<file path="config.mk">
export PLATFORM = sky130hd
export DESIGN_NAME = icache_repl
export DESIGN_NICKNAME = d
export VERILOG_FILES = /design/src/icache_pkg.sv /design/src/icache_repl.sv
export SDC_FILE = /design/constraint.sdc
export NUM_CORES = 1
export LEC_CHECK = 0
export ABC_AREA = 1
export BUFFER_PORTS_ARGS = -buffer_cell sky130_fd_sc_hd__buf_2
export CORE_AREA = 2 2 39 41
export DETAILED_ROUTE_END_ITERATION = 16
export DIE_AREA = 0 0 41 43
export GPL_TIMING_DRIVEN = 0
export MAX_ROUTING_LAYER = met4
export SYNTH_ARGS = -nofsm -noshare
export SYNTH_HDL_FRONTEND = slang
export SYNTH_SLANG_ARGS = --single-unit
</file>
<file path="constraint.sdc">
create_clock -name clk_i -period 1.4 [get_ports clk_i]
set_clock_uncertainty 0.2 [all_clocks]
set_input_delay 0.28 -clock clk_i [delete_from_list [all_inputs] [get_ports clk_i]]
set_output_delay 0.28 -clock clk_i [all_outputs]
set_load 0.01 [all_outputs]
</file>
<file path="src/icache_pkg.sv">
// instruction cache definitions
package icache_pkg;

  ////////////////////////////////////////////////////////////
  // cache geometry
  ////////////////////////////////////////////////////////////

  localparam int unsigned PADDR_W  = 32;
  localparam int unsigned FETCH_W  = 32;
  localparam int unsigned LINE_W   = 128;
  localparam int unsigned NUM_WAYS = 4;
  localparam int unsigned NUM_SETS = 16;
  localparam int unsigned OFFSET_W = 4;
  localparam int unsigned INDEX_W  = 4;
  // tag is whatever is left above index and offset
  localparam int unsigned TAG_W    = PADDR_W - INDEX_W - OFFSET_W;
  localparam int unsigned WAY_W    = 2;
  // upper half of the address space is the uncached i/o region
  localparam int unsigned NC_BIT   = 31;

  // address fields and payload widths
  typedef logic [PADDR_W-1:0]  paddr_t;
  typedef logic [TAG_W-1:0]    tag_t;
  typedef logic [INDEX_W-1:0]  set_idx_t;
  typedef logic [OFFSET_W-1:0] offset_t;
  typedef logic [WAY_W-1:0]    way_t;
  typedef logic [NUM_WAYS-1:0] way_mask_t;
  typedef logic [LINE_W-1:0]   line_t;
  typedef logic [FETCH_W-1:0]  word_t;

  // fills and invalidations share the return port
  typedef enum logic {
    IFILL_ACK,
    INV_REQ
  } rtrn_type_e;

  // controller states, also seen by the bound checker
  typedef enum logic [1:0] {
    FLUSH,
    IDLE,
    READ,
    MISS
  } ctrl_state_e;

  ////////////////////////////////////////////////////////////
  // port bundles
  ////////////////////////////////////////////////////////////

  typedef struct packed {
    logic   req;
    paddr_t paddr;
  } fetch_req_t;

  typedef struct packed {
    logic  valid;
    word_t data;
  } fetch_rsp_t;

  // refill request, way tells memory which victim gets the line
  typedef struct packed {
    paddr_t paddr;
    logic   nc;
    way_t   way;
  } mem_req_t;

  typedef struct packed {
    rtrn_type_e rtype;
    set_idx_t   inv_idx;
    line_t      data;
  } mem_rtrn_t;

endpackage

</file>
<file path="src/icache_repl.sv">
// victim way selection
module icache_repl import icache_pkg::*; (
  input  logic      clk_i,
  input  logic      rst_ni,
  input  way_mask_t valid_i,
  input  logic      step_i,
  output way_t      victim_o,
  output logic      all_valid_o
);

  way_t       inv_way;
  logic [7:0] lfsr_q;
  logic       lfsr_fb;

  // lowest numbered free way
  always_comb begin : p_inv_way
    inv_way = '0;
    for (int i = NUM_WAYS - 1; i >= 0; i--) begin
      if (!valid_i[i]) begin
        inv_way = way_t'(i);
      end
    end
  end

  assign all_valid_o = &valid_i;

  // taps for x^8 + x^6 + x^5 + x^4 + 1, maximal length
  assign lfsr_fb = lfsr_q[7] ^ lfsr_q[5] ^ lfsr_q[4] ^ lfsr_q[3];

  // free ways first, random pick once the set is full
  assign victim_o = all_valid_o ? lfsr_q[WAY_W-1:0] : inv_way;

  always_ff @(posedge clk_i or negedge rst_ni) begin : p_lfsr
    if (!rst_ni) begin
      // any nonzero seed
      lfsr_q <= 8'ha5;
    end else if (step_i) begin
      lfsr_q <= {lfsr_q[6:0], lfsr_fb};
    end
  end

endmodule

</file>
==> summary.md <==
| Metric | Value |
|---|---|
| Fin. Hold Viols | `0` |
| Crit end category | `output pin` |
| Largest register FFs | `8` |
| Cell area after synthesis | `408 sq um` |
| Vias post-DR | `between 300 and 400` |
| Critical Path Start Type | `flop` |
| CTS tree | `yes` |
| Cells after synthesis | `55` |
| HP Class | `primary input to flop` |
| Top flop regs | `lfsr_q: 8 flops` |
| Yosys reg bits | `8` |
| CP required | `between 0.9 and 1 ns` |
| Die W | `41 microns` |
| Count of input and output buffers | `9` |
| Nets@finish | `78` |
| Reg power frac | `0.497` |
| Unrepaired setup endpoints after global routing | `yes` |
| Starting Density | `0.295` |
| Int Pwr | `497 uW` |
| HPWL after detailed placement | `554 microns` |
| Logic pwr share | `0.257` |
| Vias in the first global route | `321` |
| First-pass GRT wire length | `1210 microns` |
| Area leader, netlist | `dfstp_2` |
| All-Layer GR Usage | `0.109` |
| Global placer's final weighted congestion | `0.719` |
| Failing checks | `negative setup slack` |
| Count of cell types in the netlist | `11` |
| Final min period | `1.46 ns` |
| Synthesized area per cell | `7.42 sq um` |
| Vias/cell | `4.08` |
| Clock share of power | `0.246` |
| I/O Pins | `10` |
| Rows | `14` |
| Power Density | `1390 mW/mm^2` |
| CTS Sinks | `8` |
| Wire per inst | `between 8 and 9 microns` |
| Syn Nets | `62` |
| Maximum fanout along the worst path | `2` |
| Worst Path Arrival | `about 0.98 ns` |
| Most frequent cells in the layout | `nand2_1 (24), buf_2 (9), o21ai_0 (8)` |
| Synth area leaders | `dfstp_2 (26%), dfrtp_1 (25%), nand2_1 (22%), o21ai_0 (9.8%), inv_1 (7.4%)` |
| Fin Hold WS | `0.0241 ns` |
| GRT overflow | `0` |
| Area Growth Syn to Fin | `25.8%` |
| # setup viols final | `1` |
| Clock root buffer | `clkbuf_4` |
| Critical Path Source | `lfsr_q[0]` |
| Die height | `43 microns` |
| CTS buffer count | `3` |
| Yosys warning total | `0` |
| Reg2reg start | `lfsr_q[5]` |
| Max_slew headroom | `0.881` |
| Peak supply drop | `0.520 mV` |
| Clk slew on worst S/H paths | `0.05 ns` |
| Final cycle utilization of the critical path | `1.04` |
| Post-DRT Antenna Nets | `0` |
| Htree depth | `1` |
| Sequential area share after synthesis | `0.503` |
| Yosys top cell area share | `0.258` |
| Clk_lat worst skew | `0.25 ns` |
| Pleak | `0.281 nW` |
| Initial antenna violation count | `0` |
| Commonest non-fill, non-tap cell in the layout | `nand2_1` |
| Core Box Area | `0.00138 sq mm` |
| Psw | `~220 uW` |
| Largest net degree at the start of global routing | `11` |
| Max cap viols | `0` |
| Slew Limit Fails | `0` |
| DRT Pass-1 Iters | `2` |
| Kind of critical path | `flop to output pin` |
| Outcome | `finished, violations left` |
| Register with the most flip-flops | `lfsr_q` |
| Sw frac | `0.306` |
| Post-Route WL | `712 microns` |
| N_diodes | `0` |
| Setup WS post-layout | `-0.0625 ns` |
| DIE AREA | `approximately 0.0018 sq mm` |
| Pwr Total | `715 uW` |
| Worst-Margin Slew | `between 0.15 and 0.2 ns` |
| Largest buffer count on any clock path | `2` |
| Worst Hold Launch | `step_i` |
| Layout cells sized above 1 | `0.290` |
| Remaining DRCs | `0` |
| First DRT Iteration DRCs | `3` |
| Max Fclk | `684 MHz` |
## metrics by stage
stage | setup WS [ns] | setup TNS [ns] | area, sq um | util | cells
2_1_floorplan | 0.266 | 0 | 408 | - | 55
3_3_place_gp | 0.144 | 0 | 473 | 0.342 | 80
3_5_place_dp | 0.121 | 0 | 473 | 0.342 | 80
4_1_cts | -0.0707 | -0.0707 | 513 | 0.371 | 85
5_1_grt | -0.129 | -0.130 | 513 | 0.371 | 85
6_report | -0.0625 | -0.0625 | 513 | 0.371 | 85
## power groups by stage
stage	clock, mW	sequential [mW]	combinational, mW
2_1_floorplan	0	0.352	0.123
3_5_place_dp	0	0.362	0.163
5_1_grt	0.198	0.363	0.216
4_1_cts	0.181	0.353	0.187
3_3_place_gp	0	0.360	0.162
6_report	0.176	0.356	0.184
## synthesized netlist by cell type (all sizes together)
cell type	number
a31oi	1
inv	9
dfrtp	4
nand4	1
o21ai	8
nand3	1
nand2	24
nor2	2
dfstp	4
clkbuf	1
## critical path, stage by stage, from the launching register on
cell and delay (ns):
dfstp_2 0.53, nand2_1 0.04, nand2_1 0.04, buf_2 0.12
## cell type report
type,instances,area [sq um]
Tap cell,16,20.0
Sequential cell,8,205
Multi-Input combinational cell,37,155
Inverter,9,33.8
Buffer,1,13.8
Fill cell,149,871
Timing Repair Buffer,11,62.6
Clock buffer,3,22.5
## routing by layer
metal	global-route usage	wire, microns	part of all wire	vias up
li1	-	-	-	197
met3	0.0628	39	0.055	0
met5	-	0	0	-
met4	0.0600	0	0	0
met2	0.138	304	0.43	5
met1	0.133	368	0.52	145
## path summary, 6_finish.rpt
kind | to | slack (ns) | cells past startpoint
setup / recovery | victim_o[0] | -0.06 | 3
hold / removal | lfsr_q[5] | 0.02 | 2
setup reg to reg | lfsr_q[0] | 0.29 | 6
hold reg to reg | lfsr_q[2] | 0.29 | 2
max in group asynchronous | lfsr_q[0] | 0.57 | 2
min in group asynchronous | lfsr_q[3] | 0.19 | 2
## repair_timing
action,in CTS,in global routing
endpoints found under the setup margin,1,2
hold buffers,1,0
gates resized for setup,0,1
cloned,0,0
setup buffers,1,0
pin swaps,1,0
endpoints found under the hold margin,8,0
## cell families after synthesis
kind of cell    after synthesis  share of synthesized area
compound gates                9                      0.114
buf+inv                      10                      0.117
flops                         8                      0.503
simple gates                 28                      0.267
Power figures use the tool's default switching activity.
