<file path="src/icache_pkg.sv">
// instruction cache definitions
package icache_pkg;

  ////////////////////////////////////////////////////////////
  // cache geometry
  ////////////////////////////////////////////////////////////

  localparam int unsigned PADDR_W  = 32;
  localparam int unsigned FETCH_W  = 32;
  localparam int unsigned LINE_W   = 128;
  localparam int unsigned NUM_WAYS = 4;
  localparam int unsigned NUM_SETS = 16;
  localparam int unsigned OFFSET_W = 4;
  localparam int unsigned INDEX_W  = 4;
  // tag is whatever is left above index and offset
  localparam int unsigned TAG_W    = PADDR_W - INDEX_W - OFFSET_W;
  localparam int unsigned WAY_W    = 2;
  // upper half of the address space is the uncached i/o region
  localparam int unsigned NC_BIT   = 31;

  // address fields and payload widths
  typedef logic [PADDR_W-1:0]  paddr_t;
  typedef logic [TAG_W-1:0]    tag_t;
  typedef logic [INDEX_W-1:0]  set_idx_t;
  typedef logic [OFFSET_W-1:0] offset_t;
  typedef logic [WAY_W-1:0]    way_t;
  typedef logic [NUM_WAYS-1:0] way_mask_t;
  typedef logic [LINE_W-1:0]   line_t;
  typedef logic [FETCH_W-1:0]  word_t;

  // fills and invalidations share the return port
  typedef enum logic {
    IFILL_ACK,
    INV_REQ
  } rtrn_type_e;

  // controller states, also seen by the bound checker
  typedef enum logic [1:0] {
    FLUSH,
    IDLE,
    READ,
    MISS
  } ctrl_state_e;

  ////////////////////////////////////////////////////////////
  // port bundles
  ////////////////////////////////////////////////////////////

  typedef struct packed {
    logic   req;
    paddr_t paddr;
  } fetch_req_t;

  typedef struct packed {
    logic  valid;
    word_t data;
  } fetch_rsp_t;

  // refill request, way tells memory which victim gets the line
  typedef struct packed {
    paddr_t paddr;
    logic   nc;
    way_t   way;
  } mem_req_t;

  typedef struct packed {
    rtrn_type_e rtype;
    set_idx_t   inv_idx;
    line_t      data;
  } mem_rtrn_t;

endpackage

</file>
<file path="src/icache_hit_sel.sv">
// tag compare and word select
module icache_hit_sel import icache_pkg::*; (
  input  tag_t  [NUM_WAYS-1:0] tag_rdata_i,
  input  way_mask_t            valid_rdata_i,
  input  line_t [NUM_WAYS-1:0] line_rdata_i,
  input  tag_t                 ref_tag_i,
  input  offset_t              offset_i,
  input  logic                 use_array_i,
  input  line_t                fill_line_i,
  output way_mask_t            hit_o,
  output word_t                word_o
);

  way_t                hit_way;
  logic [OFFSET_W-3:0] word_idx;
  word_t               array_word;
  word_t               fill_word;

  // a way hits only with a valid entry and a matching tag
  for (genvar w = 0; w < NUM_WAYS; w++) begin : gen_cmp
    assign hit_o[w] = valid_rdata_i[w] & (tag_rdata_i[w] == ref_tag_i);
  end

  // lowest hitting way, there should never be more than one
  always_comb begin : p_hit_way
    hit_way = '0;
    for (int i = NUM_WAYS - 1; i >= 0; i--) begin
      if (hit_o[i]) begin
        hit_way = way_t'(i);
      end
    end
  end

  // fetches are word aligned, low two offset bits are ignored
  assign word_idx = offset_i[OFFSET_W-1:2];

  assign array_word = line_rdata_i[hit_way][word_idx*FETCH_W +: FETCH_W];
  assign fill_word  = fill_line_i[word_idx*FETCH_W +: FETCH_W];

  // refill data bypasses the arrays on a miss
  assign word_o = use_array_i ? array_word : fill_word;

endmodule

</file>
<file path="config.mk">
export PLATFORM = sky130hd
export DESIGN_NAME = icache_hit_sel
export DESIGN_NICKNAME = d
export VERILOG_FILES = /design/src/icache_pkg.sv /design/src/icache_hit_sel.sv
export SDC_FILE = /design/constraint.sdc
export NUM_CORES = 1
export LEC_CHECK = 0
export ABC_AREA = 1
export ABC_CLOCK_PERIOD_IN_PS = 1800
export BUFFER_PORTS_ARGS = -buffer_cell sky130_fd_sc_hd__clkbuf_2
export CAP_MARGIN = 40
export CORE_AREA = 2 2 310 312
export DETAILED_ROUTE_END_ITERATION = 8
export DIE_AREA = 0 0 312 314
export PLACE_DENSITY = 0.3
export SYNTH_ARGS = -nofsm -noshare
export SYNTH_HDL_FRONTEND = slang
export SYNTH_SLANG_ARGS = --single-unit
</file>
<file path="constraint.sdc">
create_clock -name vclk -period 1.8
set_clock_uncertainty 0.15 [all_clocks]
set_input_delay 0 -clock vclk [all_inputs]
set_output_delay 0 -clock vclk [all_outputs]
set_load 0.005 [all_outputs]
</file>
==> results of run 1 <==
[cell type report]
cell class	instances	share of cell area [%]
Tap cell	1265	6.82
Timing Repair Buffer	1123	36.9
Inverter	302	5.07
Antenna cell	12	0.129
Multi-Input combinational cell	1916	51.1
[power by group through the flow]
stage	registers, uW	clock network [uW]	logic [uW]
3_5_place_dp	0	0	3470
4_1_cts	0	0	3820
6_report	0	0.000896	4130
2_1_floorplan	0	0	1320
5_1_grt	0	0.000820	4460
3_3_place_gp	0	0	3500
[metal layers]
layer	up-vias	global-route usage [%]	routed length (um)
met5	-	0	186
met4	28	4.12	2530
met3	111	4.08	6640
li1	9482	-	-
met1	8943	26.2	47300
met2	678	36.9	53800
[worst paths after layout]
kind / slack (ns) / end / start / cells after the start
max: -0.84 / word_o[18] / ref_tag_i[9] / 22
min: 0.37 / word_o[24] / fill_line_i[56] / 8
[metrics by stage]
step                      worst slack, ns  cells  utilization, %  hold WS (ns)  power [uW]
after detailed placement            -1.42   4531            19.6         0.356        3470
after global routing               -0.943   4617            24.6         0.396        4460
final                              -0.845   4618            24.6         0.365        4130
after CTS                          -0.879   4590            22.5         0.377        3820
after floorplan                    0.0708   2391               -        0.0930        1320
after global placement              -1.45   4531            19.6         0.352        3500
[kinds of logic after synthesis]
family	count (synthesis)	share of synthesized area (%)
AO/OA/AOI/OAI	42	1.91
AND/OR/NAND/NOR	1851	78.5
XOR/XNOR	23	1.79
buffers and inverters	475	17.8
[layout by cell type, fill, tap and decap left out, types with 33 or more instances in the layout]
cell,count
sky130_fd_sc_hd__buf_12,73
sky130_fd_sc_hd__buf_4,162
sky130_fd_sc_hd__buf_6,62
sky130_fd_sc_hd__buf_8,33
sky130_fd_sc_hd__clkbuf_2,749
sky130_fd_sc_hd__inv_1,271
sky130_fd_sc_hd__nand2_1,458
sky130_fd_sc_hd__nand2_2,215
sky130_fd_sc_hd__nand2_4,77
sky130_fd_sc_hd__nand3_1,213
sky130_fd_sc_hd__nand3_2,143
sky130_fd_sc_hd__nand3b_1,354
sky130_fd_sc_hd__nor2_1,304
[critical path, cell delays in order]
cell and delay [ns]:
sky130_fd_sc_hd__clkbuf_8 0.13, sky130_fd_sc_hd__inv_4 0.05, sky130_fd_sc_hd__buf_4 0.14, sky130_fd_sc_hd__nand2_4 0.05, sky130_fd_sc_hd__nand4_1 0.23, sky130_fd_sc_hd__nor2_1 0.16
sky130_fd_sc_hd__nand2_1 0.06, sky130_fd_sc_hd__nor2_1 0.12, sky130_fd_sc_hd__nand2_2 0.10, sky130_fd_sc_hd__nand2_4 0.15, sky130_fd_sc_hd__nand2_8 0.09, sky130_fd_sc_hd__buf_16 0.17
sky130_fd_sc_hd__buf_12 0.14, sky130_fd_sc_hd__buf_8 0.13, sky130_fd_sc_hd__nand2_1 0.05, sky130_fd_sc_hd__nand3_1 0.08, sky130_fd_sc_hd__nand3_2 0.08, sky130_fd_sc_hd__nand2_2 0.10
sky130_fd_sc_hd__nand2_4 0.13, sky130_fd_sc_hd__nand2_2 0.09, sky130_fd_sc_hd__nand2_2 0.12, sky130_fd_sc_hd__buf_8 0.11
[repair_timing]
action	4_1_cts	5_1_grt
buffers inserted	45	13
pin swaps	113	210
resized for setup	451	468
endpoints found under the setup margin	33	34
cloned	17	11
hold endpoints to repair	0	0
==> out/qor.yml, run 1 <==
sta:
  relative_max_transition_margin_pct: 47.4
  report.final.slew_viol_count: 0
  finalCritPeriodShare_pct: 147
  achievable-frequency_mhz: 378
  final-setup-viol-count: 32
  timing.final.ws_setup_ns: -0.845
  grt_setup_unrepaired: "yes"
  timing_worst_slew_pin_value_ns: 0.789
  total_negative_slack_for_setup_checks_ns: -25.38
  final.min_clock_period_ns: 2.64
  hold_viol_final: 0
logic_synthesis:
  synth_sequential_area_ratio_pct: 0
  synth.area.top_cells: "sky130_fd_sc_hd__nand2_1, sky130_fd_sc_hd__nand3b_1, sky130_fd_sc_hd__nand3_1"
  syn-num-nets: 3160
  post_synth_most_frequent_cells: "sky130_fd_sc_hd__nand2_1, sky130_fd_sc_hd__nand3_1, sky130_fd_sc_hd__nand3b_1, sky130_fd_sc_hd__nor2_1, sky130_fd_sc_hd__inv_1"
  yosys.cell_types.count: 31
  post_synth.cell_area_avg_um2: 4.71
  yosys_warnings: 0
  yosysTopAreaCell: "sky130_fd_sc_hd__nand2_1"
  post-synth-top-count-cell: "sky130_fd_sc_hd__nand2_1"
  yosys.area.top_type_share_pct: 25.1
  syn_area_um2: 11300
  postSynthCellCount: 2391
power_and_ir_drop:
  cell_internal_pwr_uw: 1880
  vdd_ir_drop_max_v: 0.0000952
  p_leak_uw: 0.0126
  pwr-share-clk_pct: 0
  pwr-share-seq_pct: 0
  share_of_total_power_consumed_by_net_switching_pct: 54.4
  pwr-share-comb_pct: 100.0
  power.density_cell_area_nw_per_um2: 178
  switching_power_uw: 2250
die:
  x_dimension_of_the_die_um: 312
  die_h_um: 314
  fp-row-count: 113
  die_area_um2: 98000
  start_util_pct: 11.9
  core-area_um2: 94400
  design.portCount: 805
cells_and_area:
  area_growth_from_synthesis_to_layout_pct: 106
  sequential_cell_total: 0
  share_of_cells_above_drive_strength_1_pct: 50.3
  finish.net_count: 4112
  register_area_um2: 0
  layout.filler_cells: 11100
  num-clock-buffers: 0
  multiInputGateArea_um2: 11800
  layout.cell_area.non_filler_um2: 23200
global_route:
  antenna_found_initial: 35
  maximum_number_of_pins_on_one_net_before_global_route_repair: 57
  grt_pass1_wl_mm: 145
  grtUsageTotal_pct: 20.9
  grt_remaining_overflow: 0
  number_of_global_route_vias_before_repair: 19600
detailed_routing:
  first_pass_iters: 5
  drt-wirelength-per-cell_um: 23.9
  routed_wirelength_mm: 111
  first_iter_violations: 1215
  viasPerCell: 4.17
  detailroute.via_count: 19200
  drcViolationCount: 0
  drt.antenna.violating_nets: 0
setup_path:
  crit_arrival_ns: 2.49
  timing.critical_path.fanout_max: 6
  crit_required_ns: 1.65
  worst-setup-path-type: "primary input to output pin"
  worst_setup_path_end_kind: "output pin"
  timing.critical_path.from_type: "primary input"
placement:
  postPlaceCellArea_um2: 18500
  gp_routability_congestion: 0.939
  detailed_place_hpwl_mm: 90.2
  place.port_buffers: 803
hold_path:
  worst_hold_path_type: "primary input to output pin"
run_status:
  failed_checks: "setup timing"
  run_status: "complete, but fails checks"
clocking:
  cts-hold-fix-buffers: 0
flow_run:
  drv.max_cap_violation_count: 0
Note: power is estimated with default switching activity, not from simulation.
==> run 2, diff against run 1 <==
--- a/config.mk
+++ b/config.mk
@@ -13,6 +13,7 @@
 export DETAILED_ROUTE_END_ITERATION = 8
 export DIE_AREA = 0 0 312 314
 export PLACE_DENSITY = 0.3
+export REMOVE_ABC_BUFFERS = 1
 export SYNTH_ARGS = -nofsm -noshare
 export SYNTH_HDL_FRONTEND = slang
 export SYNTH_SLANG_ARGS = --single-unit
==> run 2 against run 1 <==
  * The run still ends with setup timing left
  * Largest power group unchanged
  * Sequential share of layout area unchanged
  * Cell area is 1.9% lower
  * Maximum frequency up 1.8%
  * Highest routed layer unchanged
  * Global-route usage is 0.91 points lower
  * Critical endpoint is now word_o[28]
  * Utilization down 0.47 points
  * Count of clock-buffer cells in the layout unchanged
  * Non-clock buffer count rose by 39
  * First-iteration DRC count rose by 2.9%
  * Setup slack improved by 0.047 ns
==> out/qor.yml, run 2 (synthesis gave the netlist of run 1 again) <==
run_status:
  run_status: "complete, but fails checks"
  failed_checks: "setup timing"
setup_path:
  timing.critical_path.from_type: "primary input"
  critical_path.cell_chain: "clkbuf_16, buf_12, buf_12, xnor2_4, nand2_1, nor2_1, nand3_2, nor2_4, buf_6, nand2_8, nand2_8, nand2_8, buf_12, buf_12, o21ai_2, nand3_1, nand2_1, nand2_1, nand2_2, nand2_4, buf_6"
  library_cell_appearing_most_often_on_the_critical_path: "sky130_fd_sc_hd__buf_12"
  crit_required_ns: 1.65  # about the same
  crit_family: "simple AND/OR/NAND/NOR gates"
  crit_buf_inv: 7  # unchanged
  slowest_delay_ns: 0.16  # -0.07 ns
  worst_setup_path_end_kind: "output pin"
  worst_path_max_delay_cell: "sky130_fd_sc_hd__xnor2_4"
  crit_arrival_ns: 2.45  # -0.04 ns
  timing.critical_path.fanout_max: 8  # +2
  worst-setup-path-type: "primary input to output pin"
sta:
  achievable-frequency_mhz: 385  # +1.8%
  report.final.slew_viol_count: 0  # unchanged
  finalCritPeriodShare_pct: 144  # -2.6 points
  total_negative_slack_for_setup_checks_ns: -22.99  # +2.39 ns
  timing.final.ws_setup_ns: -0.798  # +0.0468 ns
  grt_setup_unrepaired: "yes"
  final-setup-viol-count: 33  # +3.1%
  relative_max_transition_margin_pct: 62.2  # +15 points
  hold_viol_final: 0  # unchanged
  final.min_clock_period_ns: 2.60  # -0.0468 ns
  timing_worst_slew_pin_value_ns: 0.566  # -0.222 ns
cells_and_area:
  register_area_um2: 0  # unchanged
  layout.cell_area.non_filler_um2: 22800  # -1.9%
  num-clock-buffers: 0  # unchanged
  sequential_cell_total: 0  # unchanged
  finish.net_count: 4151  # +0.95%
  most-common-layout-cells: "sky130_fd_sc_hd__clkbuf_2, sky130_fd_sc_hd__nand2_1, sky130_fd_sc_hd__nand3b_1, sky130_fd_sc_hd__nor2_1, sky130_fd_sc_hd__inv_1"
  area_growth_from_synthesis_to_layout_pct: 102
  share_of_cells_above_drive_strength_1_pct: 45.9  # -4.5 points
  layout.filler_cells: 11200  # +0.82%
  final_common_cell: "sky130_fd_sc_hd__clkbuf_2"
die:
  fp-row-count: 113  # unchanged
  x_dimension_of_the_die_um: 312  # unchanged
  core-area_um2: 94400  # unchanged
  die_area_um2: 98000  # unchanged
  design.portCount: 805  # unchanged
  start_util_pct: 11.9  # unchanged
  die_h_um: 314  # unchanged
hold_path:
  worst_hold_path_type: "primary input to output pin"
  holdCritStartpoint: "fill_line_i[50]"
  worstHoldEndpoint: "word_o[18]"
  min_path_cells: 8  # unchanged
detailed_routing:
  routed_wirelength_mm: 107  # -2.8%
  detailroute.via_count: 19500  # +1.2%
  met3_wirelength_mm: 5.53  # -17%
  drt-wirelength-per-cell_um: 23.1  # -3.4%
  drt.antenna.violating_nets: 0  # unchanged
  viasPerCell: 4.19  # +0.55%
  top_layer: "met5"
  wl_met1_mm: 47.1  # -0.40%
  drcViolationCount: 0  # unchanged
  first_pass_iters: 8  # +3
  met2WireLength_mm: 52.5  # -2.4%
  first_iter_violations: 1250  # +2.9%
power_and_ir_drop:
  vdd_ir_drop_max_v: 0.0000786  # -17%
  p_leak_uw: 0.0128  # +1.2%
  power.density_cell_area_nw_per_um2: 163  # -8.5%
placement:
  place.port_buffers: 803  # unchanged
  detailed_place_hpwl_mm: 82.1  # -8.9%
  postPlaceCellArea_um2: 18700  # +0.99%
  pre_cts_worst_setup_slack_ns: -1.71  # -0.292 ns
  gp_routability_congestion: 0.929  # -1.0%
global_route:
  grtUsageTotal_pct: 20.0  # -0.91 points
  antenna_found_initial: 6  # -83%
  number_of_global_route_vias_before_repair: 19500  # -0.27%
  grt_remaining_overflow: 0  # unchanged
  grt_pass1_wl_mm: 143  # -1.5%
  maximum_number_of_pins_on_one_net_before_global_route_repair: 65  # +14%
flow_run:
  drv.max_cap_violation_count: 0  # unchanged
clocking:
  cts-hold-fix-buffers: 0  # unchanged
## run 2: cell types whose count changed in the layout (fill, tap and decap cells not counted), sizes merged
cell and delta:
bufbuf +3, clkinv +1, clkbuf +23, diode -9
inv -1, buf +13
## run 2: cell type report
cell class / instances / area, um2 / share of cell area (%)
multi-input combinational: 1916 / 11000 / 48.3
timing repair buffer: 1162 / 9000 / 39.5
tap: 1265 / 1580 / 6.96
inverter: 302 / 1180 / 5.19
antenna: 3 / 7.51 / 0.0330
## run 2: how the worst max path moves through the flow
stage | startpoint | endpoint | slack (ns) | cells after the start
after floorplan | ref_tag_i[4] | word_o[31] | -4.72 | 14
after detailed placement | ref_tag_i[18] | word_o[28] | -1.71 | 19
after global placement | ref_tag_i[18] | word_o[28] | -1.66 | 19
after global routing | ref_tag_i[10] | word_o[7] | -0.93 | 23
after CTS | ref_tag_i[10] | word_o[12] | -0.76 | 22
final | ref_tag_i[10] | word_o[28] | -0.80 | 21
## run 2: metal layers
layer | vias to the layer above | track usage [%]
met2 | 707 | 35.8
li1 | 9537 | -
met1 | 9121 | 25.8
met4 | 8 | 3.04
met3 | 100 | 2.65
met5 | - | 0
## run 2: metrics by stage
stage	power (uW)	hold WS, ns	util (%)	std cells
floorplan	1210	-0.0539	-	2218
global placement	3300	0.339	19.7	4553
detailed placement	3270	0.337	19.8	4554
CTS	3610	0.341	22.9	4614
global route	4050	0.390	24.1	4647
finish	3710	0.331	24.1	4648
## run 2: report_power, final
group	internal [uW]	switching [uW]
clock network	0.000225	0
registers	0	0
logic	1800	1910
total	1800	1910
## run 2: repair_timing
| action | 4_1_cts | 5_1_grt |
|---|---|---|
| setup buffers | 41 | 20 |
| setup endpoints to repair | 34 | 34 |
| resized for setup | 447 | 194 |
| endpoints found under the hold margin | 0 | 0 |
| gates cloned | 22 | 16 |
| pin swaps | 142 | 82 |
==> run 3, diff against run 2 <==
--- a/config.mk
+++ b/config.mk
@@ -14,6 +14,7 @@
 export DIE_AREA = 0 0 312 314
 export PLACE_DENSITY = 0.3
 export REMOVE_ABC_BUFFERS = 1
+export SETUP_SLACK_MARGIN = 0.15
 export SYNTH_ARGS = -nofsm -noshare
 export SYNTH_HDL_FRONTEND = slang
 export SYNTH_SLANG_ARGS = --single-unit
==> run 3 against run 2 <==
  * Largest power group unchanged
  * Critical endpoint unchanged
  * Cell count grew 0.37%
  * Die area is the same
  * The flow still finishes with violations (setup timing)
  * Critical path depth grew 1
  * Sequential share of layout area is the same
  * Global-route usage is essentially flat
  * Highest routed layer unchanged
  * Via count grew 0.66%
  * Non-clock buffer count grew 17
  * Wire length grew 1.1%
==> out/qor.yml, run 3 (synthesis gave the netlist of run 1 again) <==
power_and_ir_drop:
  pwr-share-seq_pct: 0  # unchanged
  power.density_cell_area_nw_per_um2: 160  # -1.9%
  pwr-share-comb_pct: 100.0  # about the same
  share_of_total_power_consumed_by_net_switching_pct: 51.5  # +0.086 points
  pwr-share-clk_pct: 0  # unchanged
  fin_total_pwr_uw: 3680  # -0.62%
  p_leak_uw: 0.0129  # +0.97%
  switching_power_uw: 1900  # -0.45%
  vdd_ir_drop_max_v: 0.0000756  # -3.8%
  cell_internal_pwr_uw: 1790  # -0.80%
sta:
  report.final.slew_viol_count: 0  # unchanged
  hold_ws_ns: 0.340  # +0.00979 ns
  achievable-frequency_mhz: 382  # -0.66%
  relative_max_transition_margin_pct: 61.0  # -1.2 points
  timing_worst_slew_pin_value_ns: 0.584  # +0.0179 ns
  finalCritPeriodShare_pct: 145  # +0.96 points
  final.min_clock_period_ns: 2.62  # +0.0173 ns
  hold_viol_final: 0  # unchanged
  grt_setup_unrepaired: "yes"
  timing.final.ws_setup_ns: -0.815  # -0.0173 ns
  final-setup-viol-count: 34  # +3.0%
detailed_routing:
  first_pass_iters: 6  # -2
  viasPerCell: 4.20  # +0.29%
  first_iter_violations: 1350  # +8.0%
  detailroute.via_count: 19600  # +0.66%
  routed_wirelength_mm: 109  # +1.1%
  drt.antenna.violating_nets: 0  # unchanged
  drcViolationCount: 0  # unchanged
  drt-wirelength-per-cell_um: 23.3  # +0.76%
placement:
  detailed_place_hpwl_mm: 82.1  # unchanged
  gp_routability_congestion: 0.929  # unchanged
  place_inst: 4554  # unchanged
  pre_cts_worst_setup_slack_ns: -1.71  # unchanged
  place.port_buffers: 803  # unchanged
run_status:
  run_status: "complete, but fails checks"
  failed_checks: "setup timing"
setup_path:
  worst_setup_path_end_kind: "output pin"
  timing.critical_path.from_type: "primary input"
  worst-setup-path-type: "primary input to output pin"
  crit_required_ns: 1.65  # about the same
  timing.critical_path.fanout_max: 8  # unchanged
  crit_arrival_ns: 2.47  # +0.02 ns
global_route:
  antenna_found_initial: 8  # +2
  grt_remaining_overflow: 0  # unchanged
  grt_pass1_wl_mm: 143  # -0.11%
  number_of_global_route_vias_before_repair: 19600  # +0.20%
  grtUsageTotal_pct: 20.0  # about the same
  maximum_number_of_pins_on_one_net_before_global_route_repair: 65  # unchanged
flow_run:
  drv.max_cap_violation_count: 0  # unchanged
die:
  x_dimension_of_the_die_um: 312  # unchanged
  design.portCount: 805  # unchanged
  die_h_um: 314  # unchanged
  die_area_um2: 98000  # unchanged
  start_util_pct: 11.9  # unchanged
  core-area_um2: 94400  # unchanged
  fp-row-count: 113  # unchanged
cells_and_area:
  most-common-layout-cells: "sky130_fd_sc_hd__clkbuf_2, sky130_fd_sc_hd__nand2_1, sky130_fd_sc_hd__nand3b_1, sky130_fd_sc_hd__nor2_1, sky130_fd_sc_hd__inv_1"
  num-clock-buffers: 0  # unchanged
  area_growth_from_synthesis_to_layout_pct: 105
  final-instance-count-excl-fill: 4665  # +0.37%
  sequential_cell_total: 0  # unchanged
  share_of_cells_above_drive_strength_1_pct: 46.2  # +0.30 points
  finish.net_count: 4168  # +0.41%
  final_common_cell: "sky130_fd_sc_hd__clkbuf_2"
  register_area_um2: 0  # unchanged
hold_path:
  worst_hold_path_type: "primary input to output pin"
run 3: through the flow:
stage,cell area (um2),utilization (%),TNS (ns)
after floorplan,10400,-,-149.93
after global placement,18600,19.7,-45.03
after detailed placement,18700,19.8,-45.41
after CTS,21500,22.8,-23.28
after global routing,23000,24.4,-29.13
final,23000,24.4,-23.55
run 3: what timing repair did:
action,4_1_cts,5_1_grt
gates resized for setup,420,221
setup endpoints to repair,34,34
gates cloned,24,19
pin swaps,109,122
hold buffers,0,0
setup buffers,39,26
run 3: layout make-up:
cell class / count / area [um2]
multi-input combinational: 1916 / 11000
timing repair buffer: 1179 / 9310
fill: 11200 / 71400
antenna: 3 / 7.51
tap: 1265 / 1580
inverter: 302 / 1170
run 3: power groups by stage:
stage               Clock [uW]  Sequential, uW  Combinational (uW)
global route          0.000225               0                4020
global placement             0               0                3300
detailed placement           0               0                3270
floorplan                    0               0                1210
CTS                          0               0                3570
finish                0.000226               0                3680
run 3: path summary, 6_finish.rpt:
path	startpoint	end	slack [ns]	cells after the start
worst max-delay path	ref_tag_i[10]	word_o[28]	-0.82	22
worst min-delay path	fill_line_i[50]	word_o[18]	0.34	8
run 3: worst max-delay path: stages:
cell and delay (ns):
sky130_fd_sc_hd__clkbuf_16 0.13, sky130_fd_sc_hd__buf_12 0.14, sky130_fd_sc_hd__xnor2_4 0.17, sky130_fd_sc_hd__buf_6 0.12, sky130_fd_sc_hd__nand2_2 0.04, sky130_fd_sc_hd__nor2_1 0.08, sky130_fd_sc_hd__nand3_1 0.12, sky130_fd_sc_hd__nor2_4 0.14
sky130_fd_sc_hd__buf_6 0.12, sky130_fd_sc_hd__nand2_8 0.09, sky130_fd_sc_hd__nand2_8 0.12, sky130_fd_sc_hd__buf_12 0.11, sky130_fd_sc_hd__nand2_8 0.05, sky130_fd_sc_hd__buf_12 0.15, sky130_fd_sc_hd__buf_12 0.14, sky130_fd_sc_hd__o21ai_2 0.11
sky130_fd_sc_hd__nand3_1 0.08, sky130_fd_sc_hd__nand2_1 0.08, sky130_fd_sc_hd__nand2_1 0.06, sky130_fd_sc_hd__nand2_2 0.07, sky130_fd_sc_hd__nand2_4 0.13, sky130_fd_sc_hd__buf_6 0.15
run 3: routing by layer:
layer / GRT usage, % / up-vias / part of all wire [%]
li1: - / 9597 / -
met1: 25.8 / 9172 / 44
met2: 35.8 / 732 / 49
met3: 2.60 / 92 / 4.7
met4: 3.03 / 8 / 1.9
met5: 0 / - / 0.051
