## src/icache_pkg.sv

```systemverilog
// instruction cache definitions
package icache_pkg;

  ////////////////////////////////////////////////////////////
  // cache geometry
  ////////////////////////////////////////////////////////////

  localparam int unsigned PADDR_W  = 32;
  localparam int unsigned FETCH_W  = 32;
  localparam int unsigned LINE_W   = 128;
  localparam int unsigned NUM_WAYS = 4;
  localparam int unsigned NUM_SETS = 16;
  localparam int unsigned OFFSET_W = 4;
  localparam int unsigned INDEX_W  = 4;
  // tag is whatever is left above index and offset
  localparam int unsigned TAG_W    = PADDR_W - INDEX_W - OFFSET_W;
  localparam int unsigned WAY_W    = 2;
  // upper half of the address space is the uncached i/o region
  localparam int unsigned NC_BIT   = 31;

  // address fields and payload widths
  typedef logic [PADDR_W-1:0]  paddr_t;
  typedef logic [TAG_W-1:0]    tag_t;
  typedef logic [INDEX_W-1:0]  set_idx_t;
  typedef logic [OFFSET_W-1:0] offset_t;
  typedef logic [WAY_W-1:0]    way_t;
  typedef logic [NUM_WAYS-1:0] way_mask_t;
  typedef logic [LINE_W-1:0]   line_t;
  typedef logic [FETCH_W-1:0]  word_t;

  // fills and invalidations share the return port
  typedef enum logic {
    IFILL_ACK,
    INV_REQ
  } rtrn_type_e;

  // controller states, also seen by the bound checker
  typedef enum logic [1:0] {
    FLUSH,
    IDLE,
    READ,
    MISS
  } ctrl_state_e;

  ////////////////////////////////////////////////////////////
  // port bundles
  ////////////////////////////////////////////////////////////

  typedef struct packed {
    logic   req;
    paddr_t paddr;
  } fetch_req_t;

  typedef struct packed {
    logic  valid;
    word_t data;
  } fetch_rsp_t;

  // refill request, way tells memory which victim gets the line
  typedef struct packed {
    paddr_t paddr;
    logic   nc;
    way_t   way;
  } mem_req_t;

  typedef struct packed {
    rtrn_type_e rtype;
    set_idx_t   inv_idx;
    line_t      data;
  } mem_rtrn_t;

endpackage

```

## src/icache_ctrl.sv

```systemverilog
// icache controller
module icache_ctrl import icache_pkg::*; (
  input  logic       clk_i,
  input  logic       rst_ni,
  input  logic       en_i,
  input  logic       flush_i,
  input  fetch_req_t fetch_req_i,
  output logic       fetch_ready_o,
  output logic       rsp_valid_o,
  output logic       busy_o,
  output logic       miss_o,
  output logic       mem_req_o,
  input  logic       mem_ack_i,
  output mem_req_t   mem_req_data_o,
  input  logic       mem_rtrn_vld_i,
  input  mem_rtrn_t  mem_rtrn_i,
  input  way_mask_t  hit_i,
  input  way_t       victim_i,
  input  logic       all_valid_i,
  output way_mask_t  tag_req_o,
  output logic       tag_we_o,
  output set_idx_t   tag_addr_o,
  output tag_t       tag_wdata_o,
  output logic       valid_wdata_o,
  output way_mask_t  data_req_o,
  output logic       data_we_o,
  output set_idx_t   data_addr_o,
  output offset_t    offset_o,
  output logic       use_array_o,
  output logic       lfsr_step_o
);

  ctrl_state_e state_d, state_q;
  logic        cache_en_d, cache_en_q;
  logic        flush_d, flush_q;
  logic        flush_pend;
  logic        start_flush;
  logic        inv_en, inv_q;
  logic        fill_en;
  // arrays were read last cycle, compare this cycle
  logic        cmp_en_d, cmp_en_q;
  logic        nc_d, nc_q;
  paddr_t      paddr_d, paddr_q;
  set_idx_t    index_d;
  set_idx_t    flush_cnt_d, flush_cnt_q;
  logic        flush_en, flush_done;
  way_mask_t   victim_oh_d, victim_oh_q;
  way_t        victim_bin;
  logic        repl_all_d, repl_all_q;
  logic        accept, hit_ok;
  logic        cache_rden, cache_wren;

  ////////////////////////////////////////////////////////////
  // request address and flags
  ////////////////////////////////////////////////////////////

  assign accept  = fetch_ready_o & fetch_req_i.req;
  assign paddr_d = accept ? fetch_req_i.paddr : paddr_q;
  assign index_d = paddr_d[OFFSET_W +: INDEX_W];
  // uncached when in the i/o region or while disabled, fixed per request
  assign nc_d    = accept ? (~cache_en_q | fetch_req_i.paddr[NC_BIT]) : nc_q;

  assign tag_wdata_o = paddr_q[PADDR_W-1 -: TAG_W];
  assign offset_o    = paddr_q[OFFSET_W-1:0];

  // word address for uncached reads, line address for fills
  assign mem_req_data_o.paddr = nc_q ? {paddr_q[PADDR_W-1:2], 2'b00} :
                                       {paddr_q[PADDR_W-1:OFFSET_W], {OFFSET_W{1'b0}}};
  assign mem_req_data_o.nc    = nc_q;
  assign mem_req_data_o.way   = cmp_en_q ? victim_i : victim_bin;

  // return port decode, fills and invalidations never coincide
  assign inv_en  = mem_rtrn_vld_i & (mem_rtrn_i.rtype == INV_REQ);
  assign fill_en = mem_rtrn_vld_i & (mem_rtrn_i.rtype == IFILL_ACK);

  assign flush_pend  = flush_q | flush_i;
  // enabling always goes through a full flush
  assign start_flush = flush_pend | (en_i & ~cache_en_q);

  // a hit is only trusted once the arrays were re-read after an invalidation
  assign hit_ok = cmp_en_q & ~inv_q & (|hit_i);

  assign fetch_ready_o = ~start_flush & ~mem_rtrn_vld_i &
                         ((state_q == IDLE) | ((state_q == READ) & hit_ok));

  assign busy_o      = (state_q == FLUSH);
  assign use_array_o = cmp_en_q;

  ////////////////////////////////////////////////////////////
  // main state machine
  ////////////////////////////////////////////////////////////

  always_comb begin : p_fsm
    state_d     = state_q;
    cache_en_d  = cache_en_q & en_i;
    flush_d     = flush_pend;
    cmp_en_d    = 1'b0;
    cache_rden  = 1'b0;
    cache_wren  = 1'b0;
    flush_en    = 1'b0;
    rsp_valid_o = 1'b0;
    mem_req_o   = 1'b0;
    miss_o      = 1'b0;

    unique case (state_q)
      // walk all sets and clear their valid bits
      FLUSH: begin
        flush_en = 1'b1;
        if (flush_done) begin
          state_d    = IDLE;
          flush_d    = 1'b0;
          cache_en_d = en_i;
        end
      end
      IDLE: begin
        if (start_flush) begin
          state_d = FLUSH;
        end else if (accept) begin
          cache_rden = 1'b1;
          cmp_en_d   = cache_en_q;
          state_d    = READ;
        end
      end
      READ: begin
        if (cmp_en_q && inv_q) begin
          // tag port was busy with the invalidation, read again
          cache_rden = cache_en_q;
          cmp_en_d   = cache_en_q;
        end else if (hit_ok) begin
          rsp_valid_o = 1'b1;
          state_d     = IDLE;
          // stream the next request straight into a lookup
          if (accept) begin
            cache_rden = 1'b1;
            cmp_en_d   = cache_en_q;
            state_d    = READ;
          end
        end else begin
          // miss or uncached, hold the request until memory takes it
          mem_req_o = 1'b1;
          if (mem_ack_i) begin
            miss_o  = ~nc_q;
            state_d = MISS;
          end
        end
      end
      MISS: begin
        if (fill_en) begin
          rsp_valid_o = 1'b1;
          // uncached data is passed on but never allocated
          cache_wren  = ~nc_q;
          state_d     = IDLE;
        end
      end
      default: begin
        state_d = FLUSH;
      end
    endcase
  end

  ////////////////////////////////////////////////////////////
  // flush counter, replacement and array control
  ////////////////////////////////////////////////////////////

  assign flush_done  = (flush_cnt_q == set_idx_t'(NUM_SETS - 1));
  assign flush_cnt_d = flush_done ? '0 :
                       flush_en   ? flush_cnt_q + 1'b1 :
                                    flush_cnt_q;

  // victim is sampled while the valid bits of the looked up set are on the bus
  assign victim_oh_d = cmp_en_q ? (way_mask_t'(1'b1) << victim_i) : victim_oh_q;
  assign repl_all_d  = cmp_en_q ? all_valid_i : repl_all_q;

  always_comb begin : p_victim_bin
    victim_bin = '0;
    for (int i = 0; i < NUM_WAYS; i++) begin
      if (victim_oh_q[i]) begin
        victim_bin = way_t'(i);
      end
    end
  end

  // flush wins over invalidation, the whole cache is cleared anyway
  assign tag_addr_o    = flush_en ? flush_cnt_q :
                         inv_en   ? mem_rtrn_i.inv_idx :
                                    index_d;
  assign tag_req_o     = (flush_en | inv_en | cache_rden) ? '1 :
                         cache_wren                       ? victim_oh_q :
                                                            '0;
  assign tag_we_o      = flush_en | inv_en | cache_wren;
  assign valid_wdata_o = cache_wren;

  assign data_req_o  = cache_rden ? '1 :
                       cache_wren ? victim_oh_q :
                                    '0;
  assign data_we_o   = cache_wren;
  assign data_addr_o = index_d;

  // random replacement only moves on when it was actually used
  assign lfsr_step_o = cache_wren & repl_all_q;

  always_ff @(posedge clk_i or negedge rst_ni) begin : p_regs
    if (!rst_ni) begin
      state_q     <= IDLE;
      cache_en_q  <= 1'b0;
      flush_q     <= 1'b0;
      inv_q       <= 1'b0;
      cmp_en_q    <= 1'b0;
      nc_q        <= 1'b0;
      flush_cnt_q <= '0;
      victim_oh_q <= '0;
      repl_all_q  <= 1'b0;
    end else begin
      state_q     <= state_d;
      cache_en_q  <= cache_en_d;
      flush_q     <= flush_d;
      inv_q       <= inv_en;
      cmp_en_q    <= cmp_en_d;
      nc_q        <= nc_d;
      flush_cnt_q <= flush_cnt_d;
      victim_oh_q <= victim_oh_d;
      repl_all_q  <= repl_all_d;
    end
  end

  // request address
  always_ff @(posedge clk_i) begin : p_addr
    paddr_q <= paddr_d;
  end

endmodule

```

## config.mk

```make
export PLATFORM = sky130hd
export DESIGN_NAME = icache_ctrl
export DESIGN_NICKNAME = d
export VERILOG_FILES = /design/src/icache_pkg.sv /design/src/icache_ctrl.sv
export SDC_FILE = /design/constraint.sdc
export NUM_CORES = 1
export LEC_CHECK = 0
export ABC_CLOCK_PERIOD_IN_PS = 2600
export BUFFER_PORTS_ARGS = -buffer_cell sky130_fd_sc_hd__buf_2
export CAP_MARGIN = 20
export CORE_AREA = 2 2 105 107
export DETAILED_ROUTE_END_ITERATION = 10
export DIE_AREA = 0 0 107 109
export PLACE_DENSITY_LB_ADDON = 0.25
export SYNTH_ARGS = -nofsm -noshare
export SYNTH_HDL_FRONTEND = slang
export SYNTH_SLANG_ARGS = --single-unit
```

## constraint.sdc

```tcl
create_clock -name clk_i -period 2.6 [get_ports clk_i]
set_clock_uncertainty 0.15 [all_clocks]
set_input_delay 0.26 -clock clk_i [delete_from_list [all_inputs] [get_ports clk_i]]
set_output_delay 0.26 -clock clk_i [all_outputs]
set_load 0.005 [all_outputs]
```

==> metrics.csv, run 1 <==
metric,value,unit
status,"finished, violations left",
port bufs,137,
clock-pin slew on the worst setup and hold paths,100,ps
Yosys top cell by area,edfxtp_1,
synthesized area,0.00230,mm2
crit share post-route,103,%
Worst-Skew Late Latency,300,ps
layout cell share with drive strength beyond 1,53.0,%
crit-path max FO,6,
Main synth FF type,edfxtp_1,
Final setup viols,4,
# diodes,0,
pin count of the biggest net entering global routing,27,
vias in the first global route,2037,
drt first pass iters,4,
Post-Synthesis Cells,195,
Routed Antenna Nets,0,
Core Box Area,0.0106,mm2
fmax,374,MHz
Synth cell types,41,
gr usage total,14.1,%
Post-synth EDFFs,28,
unrepaired setup endpoints after global routing,true,
"Cell Count, Final, Fillers Out",495,
clock power share,26.8,%
"FF+latch count, synth",48,
Synth Warn #,0,
post-synthesis sequential area ratio,57.4,%
CTS root buf,clkbuf_8,
switching fraction of total power,29.8,%
# IOs,268,
PwrDens,588,mW/mm2
Max Cap Viol,0,
peak supply drop,0.354,mV
CTS tree,done,
Clock Path Buffers,2,
Tot Pwr,2.09,mW
PnR worst setup slack,-71.8,ps
Worst Hold Class,primary input to register,
final hold violations,0,
Max Slew Vio Count,0,
Avg Synthesized Cell Area,11.8,um2
first-pass GRT wire length,11800,um
Final HPWL DP,6640,um
antenna violations before repair,0,
post-DR vias/cell,4.05,
internal power,1.47,mW
final WL,8280,um
placed cell count,452,
CP arrival,2260,ps
H-tree depth,2,
drt wl/cell,16.7,um
element type at the critical path end,primary output,
Synth async-reset ratio,33.3,%
Seq pwr share,43.5,%
Area Growth Syn to Fin,53.9,%
"top cells by count, synth","buf_4, edfxtp_1, nand2_1, dfrtp_1",
Pleak,1.70,nW
Vias,2004,
fin crit period,2670,ps
WP data required,2190,ps
Die Ht,109,um
Comb pwr share,29.6,%
final RePlAce weighted congestion,0.795,
initial core utilization,21.7,%
GR Overflow Total,0,
switching power,621,uW
critical path class,register to primary output,
fillers,1115,
die area,0.0117,mm2
nets,538,
DIE WIDTH,107,um
clock buffers created by TritonCTS,5,
drt drc,0,
CP startpoint kind,register,
Clock Sinks,48,
Area contributors post-synth,"edfxtp_1, dfrtp_1, buf_4",
failing checks,negative setup slack,
pre-CTS setup slack,169,ps
row count,38,
top-area cell type share of the netlist area,36.5,%
Detailed Route Iter0 Violations,92,
## worst max-delay path, stage by stage, from the launching register on
cell and delay (ps):
dfrtp_1 410, nand2b_4 170, o31a_4 370, nor2_4 130, buf_12 130, mux2_4 300, o31a_1 310, buf_2 130
## cell type report
| type | count | area (um2) | area share, % |
|---|---|---|---|
| well taps | 140 | 175 | 4.94 |
| repair buffers | 182 | 1110 | 31.3 |
| clock inverters | 3 | 42.5 | 1.20 |
| clock buffers | 5 | 68.8 | 1.94 |
| flip-flops and latches | 48 | 1320 | 37.3 |
| multi-input cells | 106 | 788 | 22.2 |
| inverters | 11 | 41.3 | 1.16 |
## sequential cells by signal, summed over array words and instances, names as in the netlist
name / cells
paddr_q: 32
cache_en_q: 1
use_array_o: 1
state_q: 2
nc_q: 1
victim_oh_q: 4
flush_cnt_q: 4
repl_all_q: 1
flush_q: 1
inv_q: 1
## power groups by stage
stage | sequential (mW) | clock [mW] | combinational (mW)
6_report | 0.909 | 0.560 | 0.618
5_1_grt | 0.921 | 0.610 | 0.690
4_1_cts | 0.907 | 0.586 | 0.616
3_5_place_dp | 0.923 | 0 | 0.559
3_3_place_gp | 0.921 | 0 | 0.553
2_1_floorplan | 0.912 | 0 | 0.336
## routing by layer
metal  up-vias  GRT usage, %  routed length, um
met5         -             0                  0
met4         0          2.78                 55
met3         4          14.2               1750
met2        86          20.3               3360
met1       935          14.6               3110
li1        979             -                  -
## repair_timing
item	CTS	global route
setup buffers	6	0
endpoints found under the setup margin	4	12
pin swaps	2	2
gates resized for setup	3	10
hold buffers	29	0
endpoints found under the hold margin	43	0
## layout by cell type (no fill, tap or decap), types with 6 or more instances in the layout
cell and count:
buf_2 137, edfxtp_1 28, inv_1 9, nand2_1 16
nor2_1 6, dlygate4sd3_1 29, dfrtp_1 15, o21ai_0 11
buf_4 15
## worst paths after layout
kind                             start  depth (start not counted)             to  slack, ps
max                              inv_q                          7  tag_addr_o[3]        -70
min                        all_valid_i                          2     repl_all_q         30
max reg2reg                 state_q[0]                          8     state_q[0]        410
min reg2reg                 repl_all_q                          1     repl_all_q        360
max in group asynchronous       rst_ni                          2     state_q[0]       1680
min in group asynchronous       rst_ni                          2     repl_all_q        280
## cell families (layout without fill, tap and decap cells)
group	after synthesis	after routing	synth area share, %
AO/OA/AOI/OAI	36	36	10.5
flip-flops	48	48	57.4
adder cells (fa/ha/maj)	5	5	2.71
AND/OR/NAND/NOR	56	56	13.8
multiplexers	7	7	4.07
buffers and inverters	42	201	11.4
other	1	2	0.163
## stage by stage
stage / utilization [%] / hold WS (ps) / TNS (ps) / cell area, um2
after global placement: 28.7 / 68.5 / 0 / 3050
final: 33.5 / 26.9 / -135 / 3550
after CTS: 33.1 / 21.5 / -240 / 3510
after detailed placement: 28.7 / 69.2 / 0 / 3050
after floorplan: - / -186 / 0 / 2320
after global routing: 33.5 / 32.7 / -746 / 3550
Power figures use the tool's default switching activity.
==> inputs of run 2 (changes only) <==
--- a/config.mk
+++ b/config.mk
@@ -12,6 +12,7 @@
 export DETAILED_ROUTE_END_ITERATION = 10
 export DIE_AREA = 0 0 107 109
 export PLACE_DENSITY_LB_ADDON = 0.25
+export SETUP_SLACK_MARGIN = 0.1
 export SYNTH_ARGS = -nofsm -noshare
 export SYNTH_HDL_FRONTEND = slang
 export SYNTH_SLANG_ARGS = --single-unit
==> metrics.csv, run 2 (synthesis gave the netlist of run 1 again) <==
metric,value,unit
status,"finished, violations left",
failing checks,negative setup slack,
final hold violations,0,
WP data required,2190,ps
Worst-Skew Late Latency,300,ps
post-DR vias/cell,4.06,
layout cell share with drive strength beyond 1,54.2,%
CP startpoint kind,register,
CTS root buf,clkbuf_8,
PwrDens,573,mW/mm2
"Cell Count, Final, Fillers Out",496,
Detailed Route Iter0 Violations,62,
DIE WIDTH,107,um
unrepaired setup endpoints after global routing,true,
# diodes,0,
drt drc,0,
final RePlAce weighted congestion,0.815,
antenna violations before repair,0,
WP buf/inv,3,
fmax,377,MHz
Util after Layout,33.8,%
pin count of the biggest net entering global routing,26,
Placement Cell Area,0.00304,mm2
row count,38,
fillers,1107,
Final setup viols,4,
vias in the first global route,1880,
final WL,8170,um
Max Cap Viol,0,
Top Registers,"paddr_q: 32 flops, flush_cnt_q: 4 flops, victim_oh_q: 4 flops",
gr usage total,13.4,%
GR Overflow Total,0,
peak supply drop,0.266,mV
CTS tree,done,
nets,539,
max FFs per register,32,
Area Growth Syn to Fin,55.7,%
critical path class,register to primary output,
die area,0.0117,mm2
Clock Sinks,48,
WHS,29.0,ps
CP cell instances,"ha_2, inv_1, o31a_4, nor2_4, buf_12, mux2_4, a211o_1, buf_2",
fin crit period,2660,ps
clock buffers created by TritonCTS,5,
Vias,2014,
initial core utilization,21.7,%
crit share post-route,102,%
# IOs,268,
Clock Path Buffers,2,
Max Slew Vio Count,0,
crit-path max FO,4,
Worst Hold Class,primary input to register,
clock-pin slew on the worst setup and hold paths,100,ps
CP top delay family,flip-flops,
CP peak stage delay,580,ps
Pleak,1.72,nW
Final HPWL DP,6290,um
TNS Setup,-96.0,ps
placed cell count,450,
first-pass GRT wire length,11100,um
H-tree depth,2,
Core Box Area,0.0106,mm2
Die Ht,109,um
"commonest non-fill, non-tap cells in the layout","buf_2, dlygate4sd3_1, edfxtp_1",
port bufs,137,
Routed Antenna Nets,0,
CP arrival,2250,ps
Top reg by flops,paddr_q,
drt first pass iters,4,
slowest CP cell,dfstp_2,
post-route cell area,0.00359,mm2
PnR worst setup slack,-55.2,ps
"commonest non-fill, non-tap cell in the layout",buf_2,
element type at the critical path end,primary output,
drt wl/cell,16.5,um
[run 2: worst reg2reg max path, cell delays in order, from the launching register on]
cell and delay, ps:
dfstp_2 580, inv_2 60, ha_4 160, buf_4 130, buf_6 100, and3_4 140
a221oi_1 210, o21a_1 200, nand2_1 80, mux2_2 270
[run 2: what timing repair did]
item,CTS,global route
endpoints found under the setup margin,14,13
setup buffers,4,5
hold buffers,29,0
hold endpoints to repair,43,0
pin swaps,1,3
gates cloned,0,0
resized for setup,3,17
[run 2: cell type report]
cell class / instances / area (um2) / share of cell area [%]
sequential: 48 / 1320 / 36.9
timing repair buffer: 183 / 1140 / 31.8
multi-input combinational: 106 / 805 / 22.4
tap: 140 / 175 / 4.88
clock buffer: 6 / 93.8 / 2.62
inverter: 11 / 41.3 / 1.15
clock inverter: 2 / 11.3 / 0.314
[run 2: path summary, 6_finish.rpt]
path                       cells past startpoint  slack [ps]              to        start
min                                            2          30      repl_all_q  all_valid_i
min in group asynchronous                      2         270  flush_cnt_q[1]       rst_ni
max in group asynchronous                      2        1700      state_q[0]       rst_ni
max                                            8         -60   tag_addr_o[2]   state_q[0]
min reg2reg                                    1         360      repl_all_q   repl_all_q
max reg2reg                                    9         440      state_q[0]   state_q[0]
[run 2: per-layer routing]
| metal | vias to the layer above | GRT usage [%] | wire (um) |
|---|---|---|---|
| met3 | 7 | 12.6 | 1590 |
| met2 | 91 | 17.2 | 3090 |
| li1 | 979 | - | - |
| met1 | 937 | 15.9 | 3390 |
| met5 | - | 0 | 0 |
| met4 | 0 | 3.34 | 92 |
[run 2: power breakdown]
| group | internal, mW | switching, mW | leakage, nW | total (mW) |
|---|---|---|---|---|
| combinational | 0.327 | 0.300 | 1.18 | 0.627 |
| clock | 0.247 | 0.272 | 0.0566 | 0.520 |
| sequential | 0.858 | 0.0499 | 0.476 | 0.908 |
| total | 1.43 | 0.622 | 1.72 | 2.06 |
[run 2: metrics by stage]
| step | total power, mW | setup slack [ps] |
|---|---|---|
| 2_1_floorplan | 1.26 | 45.2 |
| 3_3_place_gp | 1.47 | 158 |
| 3_5_place_dp | 1.47 | 157 |
| 4_1_cts | 2.06 | -68.8 |
| 5_1_grt | 2.18 | -123 |
| 6_report | 2.06 | -55.2 |
==> inputs of run 3 (changes only) <==
--- a/config.mk
+++ b/config.mk
@@ -12,7 +12,7 @@
 export DETAILED_ROUTE_END_ITERATION = 10
 export DIE_AREA = 0 0 107 109
 export PLACE_DENSITY_LB_ADDON = 0.25
-export SETUP_SLACK_MARGIN = 0.1
+export SETUP_SLACK_MARGIN = 0.3
 export SYNTH_ARGS = -nofsm -noshare
 export SYNTH_HDL_FRONTEND = slang
 export SYNTH_SLANG_ARGS = --single-unit
==> metrics.csv, run 3 (synthesis gave the netlist of run 1 again) <==
metric,value,unit
DR top layer,met4,
met2 WL,3140,um
layout cell share with drive strength beyond 1,54.8,%
status,"finished, violations left",
crit-path max FO,4,
post-route cell area,0.00360,mm2
Max Cap Viol,0,
Placement Cell Area,0.00304,mm2
vias in the first global route,1890,
final WL,8170,um
H-tree depth,2,
PwrDens,573,mW/mm2
Routed Antenna Nets,0,
row count,38,
"Cell Count, Final, Fillers Out",496,
drt first pass iters,6,
Clock Path Buffers,2,
nets,539,
PnR worst setup slack,-54.5,ps
Max Slew Vio Count,0,
first-pass GRT wire length,11100,um
CTS root buf,clkbuf_8,
CTS tree,done,
drt wl/cell,16.5,um
# IOs,268,
GR Overflow Total,0,
Top reg by flops,paddr_q,
unrepaired setup endpoints after global routing,true,
Detailed Route Iter0 Violations,59,
post-DR vias/cell,4.05,
Top Registers,"paddr_q: 32 flops, flush_cnt_q: 4 flops, victim_oh_q: 4 flops",
Core Box Area,0.0106,mm2
Worst-Skew Late Latency,300,ps
Vias,2011,
"commonest non-fill, non-tap cells in the layout","buf_2, dlygate4sd3_1, edfxtp_1",
Final setup viols,4,
element type at the critical path end,primary output,
met3 wire len,1590,um
fillers,1105,
final RePlAce weighted congestion,0.815,
crit share post-route,102,%
fmax,377,MHz
CP arrival,2240,ps
failing checks,negative setup slack,
clock-pin slew on the worst setup and hold paths,100,ps
antenna violations before repair,0,
clock buffers created by TritonCTS,5,
fin crit period,2650,ps
WP data required,2190,ps
drt drc,0,
Clock Sinks,48,
peak supply drop,0.265,mV
placed cell count,450,
Final HPWL DP,6290,um
initial core utilization,21.7,%
Pleak,1.72,nW
port bufs,137,
final hold violations,0,
max FFs per register,32,
critical path class,register to primary output,
Worst Hold Class,primary input to register,
WHS,29.4,ps
pin count of the biggest net entering global routing,26,
# diodes,0,
"commonest non-fill, non-tap cell in the layout",buf_2,
DIE WIDTH,107,um
Area Growth Syn to Fin,56.2,%
CP startpoint kind,register,
gr usage total,13.4,%
die area,0.0117,mm2
M1 WL,3370,um
Die Ht,109,um
[run 3: final cells by class]
cell class | instances | area (um2) | area share, %
Tap cell | 140 | 175 | 4.86
Clock inverter | 2 | 11.3 | 0.313
Sequential cell | 48 | 1320 | 36.7
Inverter | 11 | 41.3 | 1.15
Multi-Input combinational cell | 106 | 817 | 22.7
Timing Repair Buffer | 183 | 1140 | 31.7
Clock buffer | 6 | 93.8 | 2.61
[run 3: what timing repair did]
action                                 in CTS  in global routing
endpoints found under the hold margin      43                  0
gates resized for setup                     5                 19
pin swaps                                   2                  4
setup endpoints to repair                  18                 17
hold buffers                               29                  0
gates cloned                                0                  0
buffers inserted                            4                  5
[run 3: power breakdown]
part           switching [mW]  internal, mW
Clock                   0.272         0.247
Sequential             0.0493         0.858
Combinational           0.305         0.330
Total                   0.626          1.44
[run 3: path summary, 6_finish.rpt]
path                              from             to  slack [ps]  cells past startpoint
setup / recovery            state_q[0]  tag_addr_o[2]         -50                      9
hold / removal             all_valid_i     repl_all_q          30                      2
setup reg to reg            state_q[0]     state_q[0]         390                      9
hold reg to reg             repl_all_q     repl_all_q         360                      1
max in group asynchronous       rst_ni     state_q[0]        1700                      2
min in group asynchronous       rst_ni     cache_en_q         270                      2
[run 3: through the flow]
step | setup WS [ps] | TNS [ps] | utilization [%] | power [mW]
floorplan | 45.2 | 0 | - | 1.26
global route | -125 | -507 | 34.0 | 2.19
CTS | -68.8 | -160 | 32.9 | 2.07
finish | -54.5 | -99.8 | 34.0 | 2.06
global placement | 158 | 0 | 28.6 | 1.47
detailed placement | 157 | 0 | 28.6 | 1.47
[run 3: routing by layer]
layer | GRT usage, % | vias up
met5 | 0 | -
met4 | 3.34 | 0
met3 | 12.6 | 5
met2 | 17.3 | 91
met1 | 15.8 | 936
li1 | - | 979
[run 3: worst max-delay path, cell delays in order, from the launching register on]
cell and delay, ps:
dfstp_2 400, inv_2 80, ha_4 150, inv_2 30, o31a_4 280, nor2_4 160, buf_12 130, mux2_4 310
a211o_1 260, buf_2 140
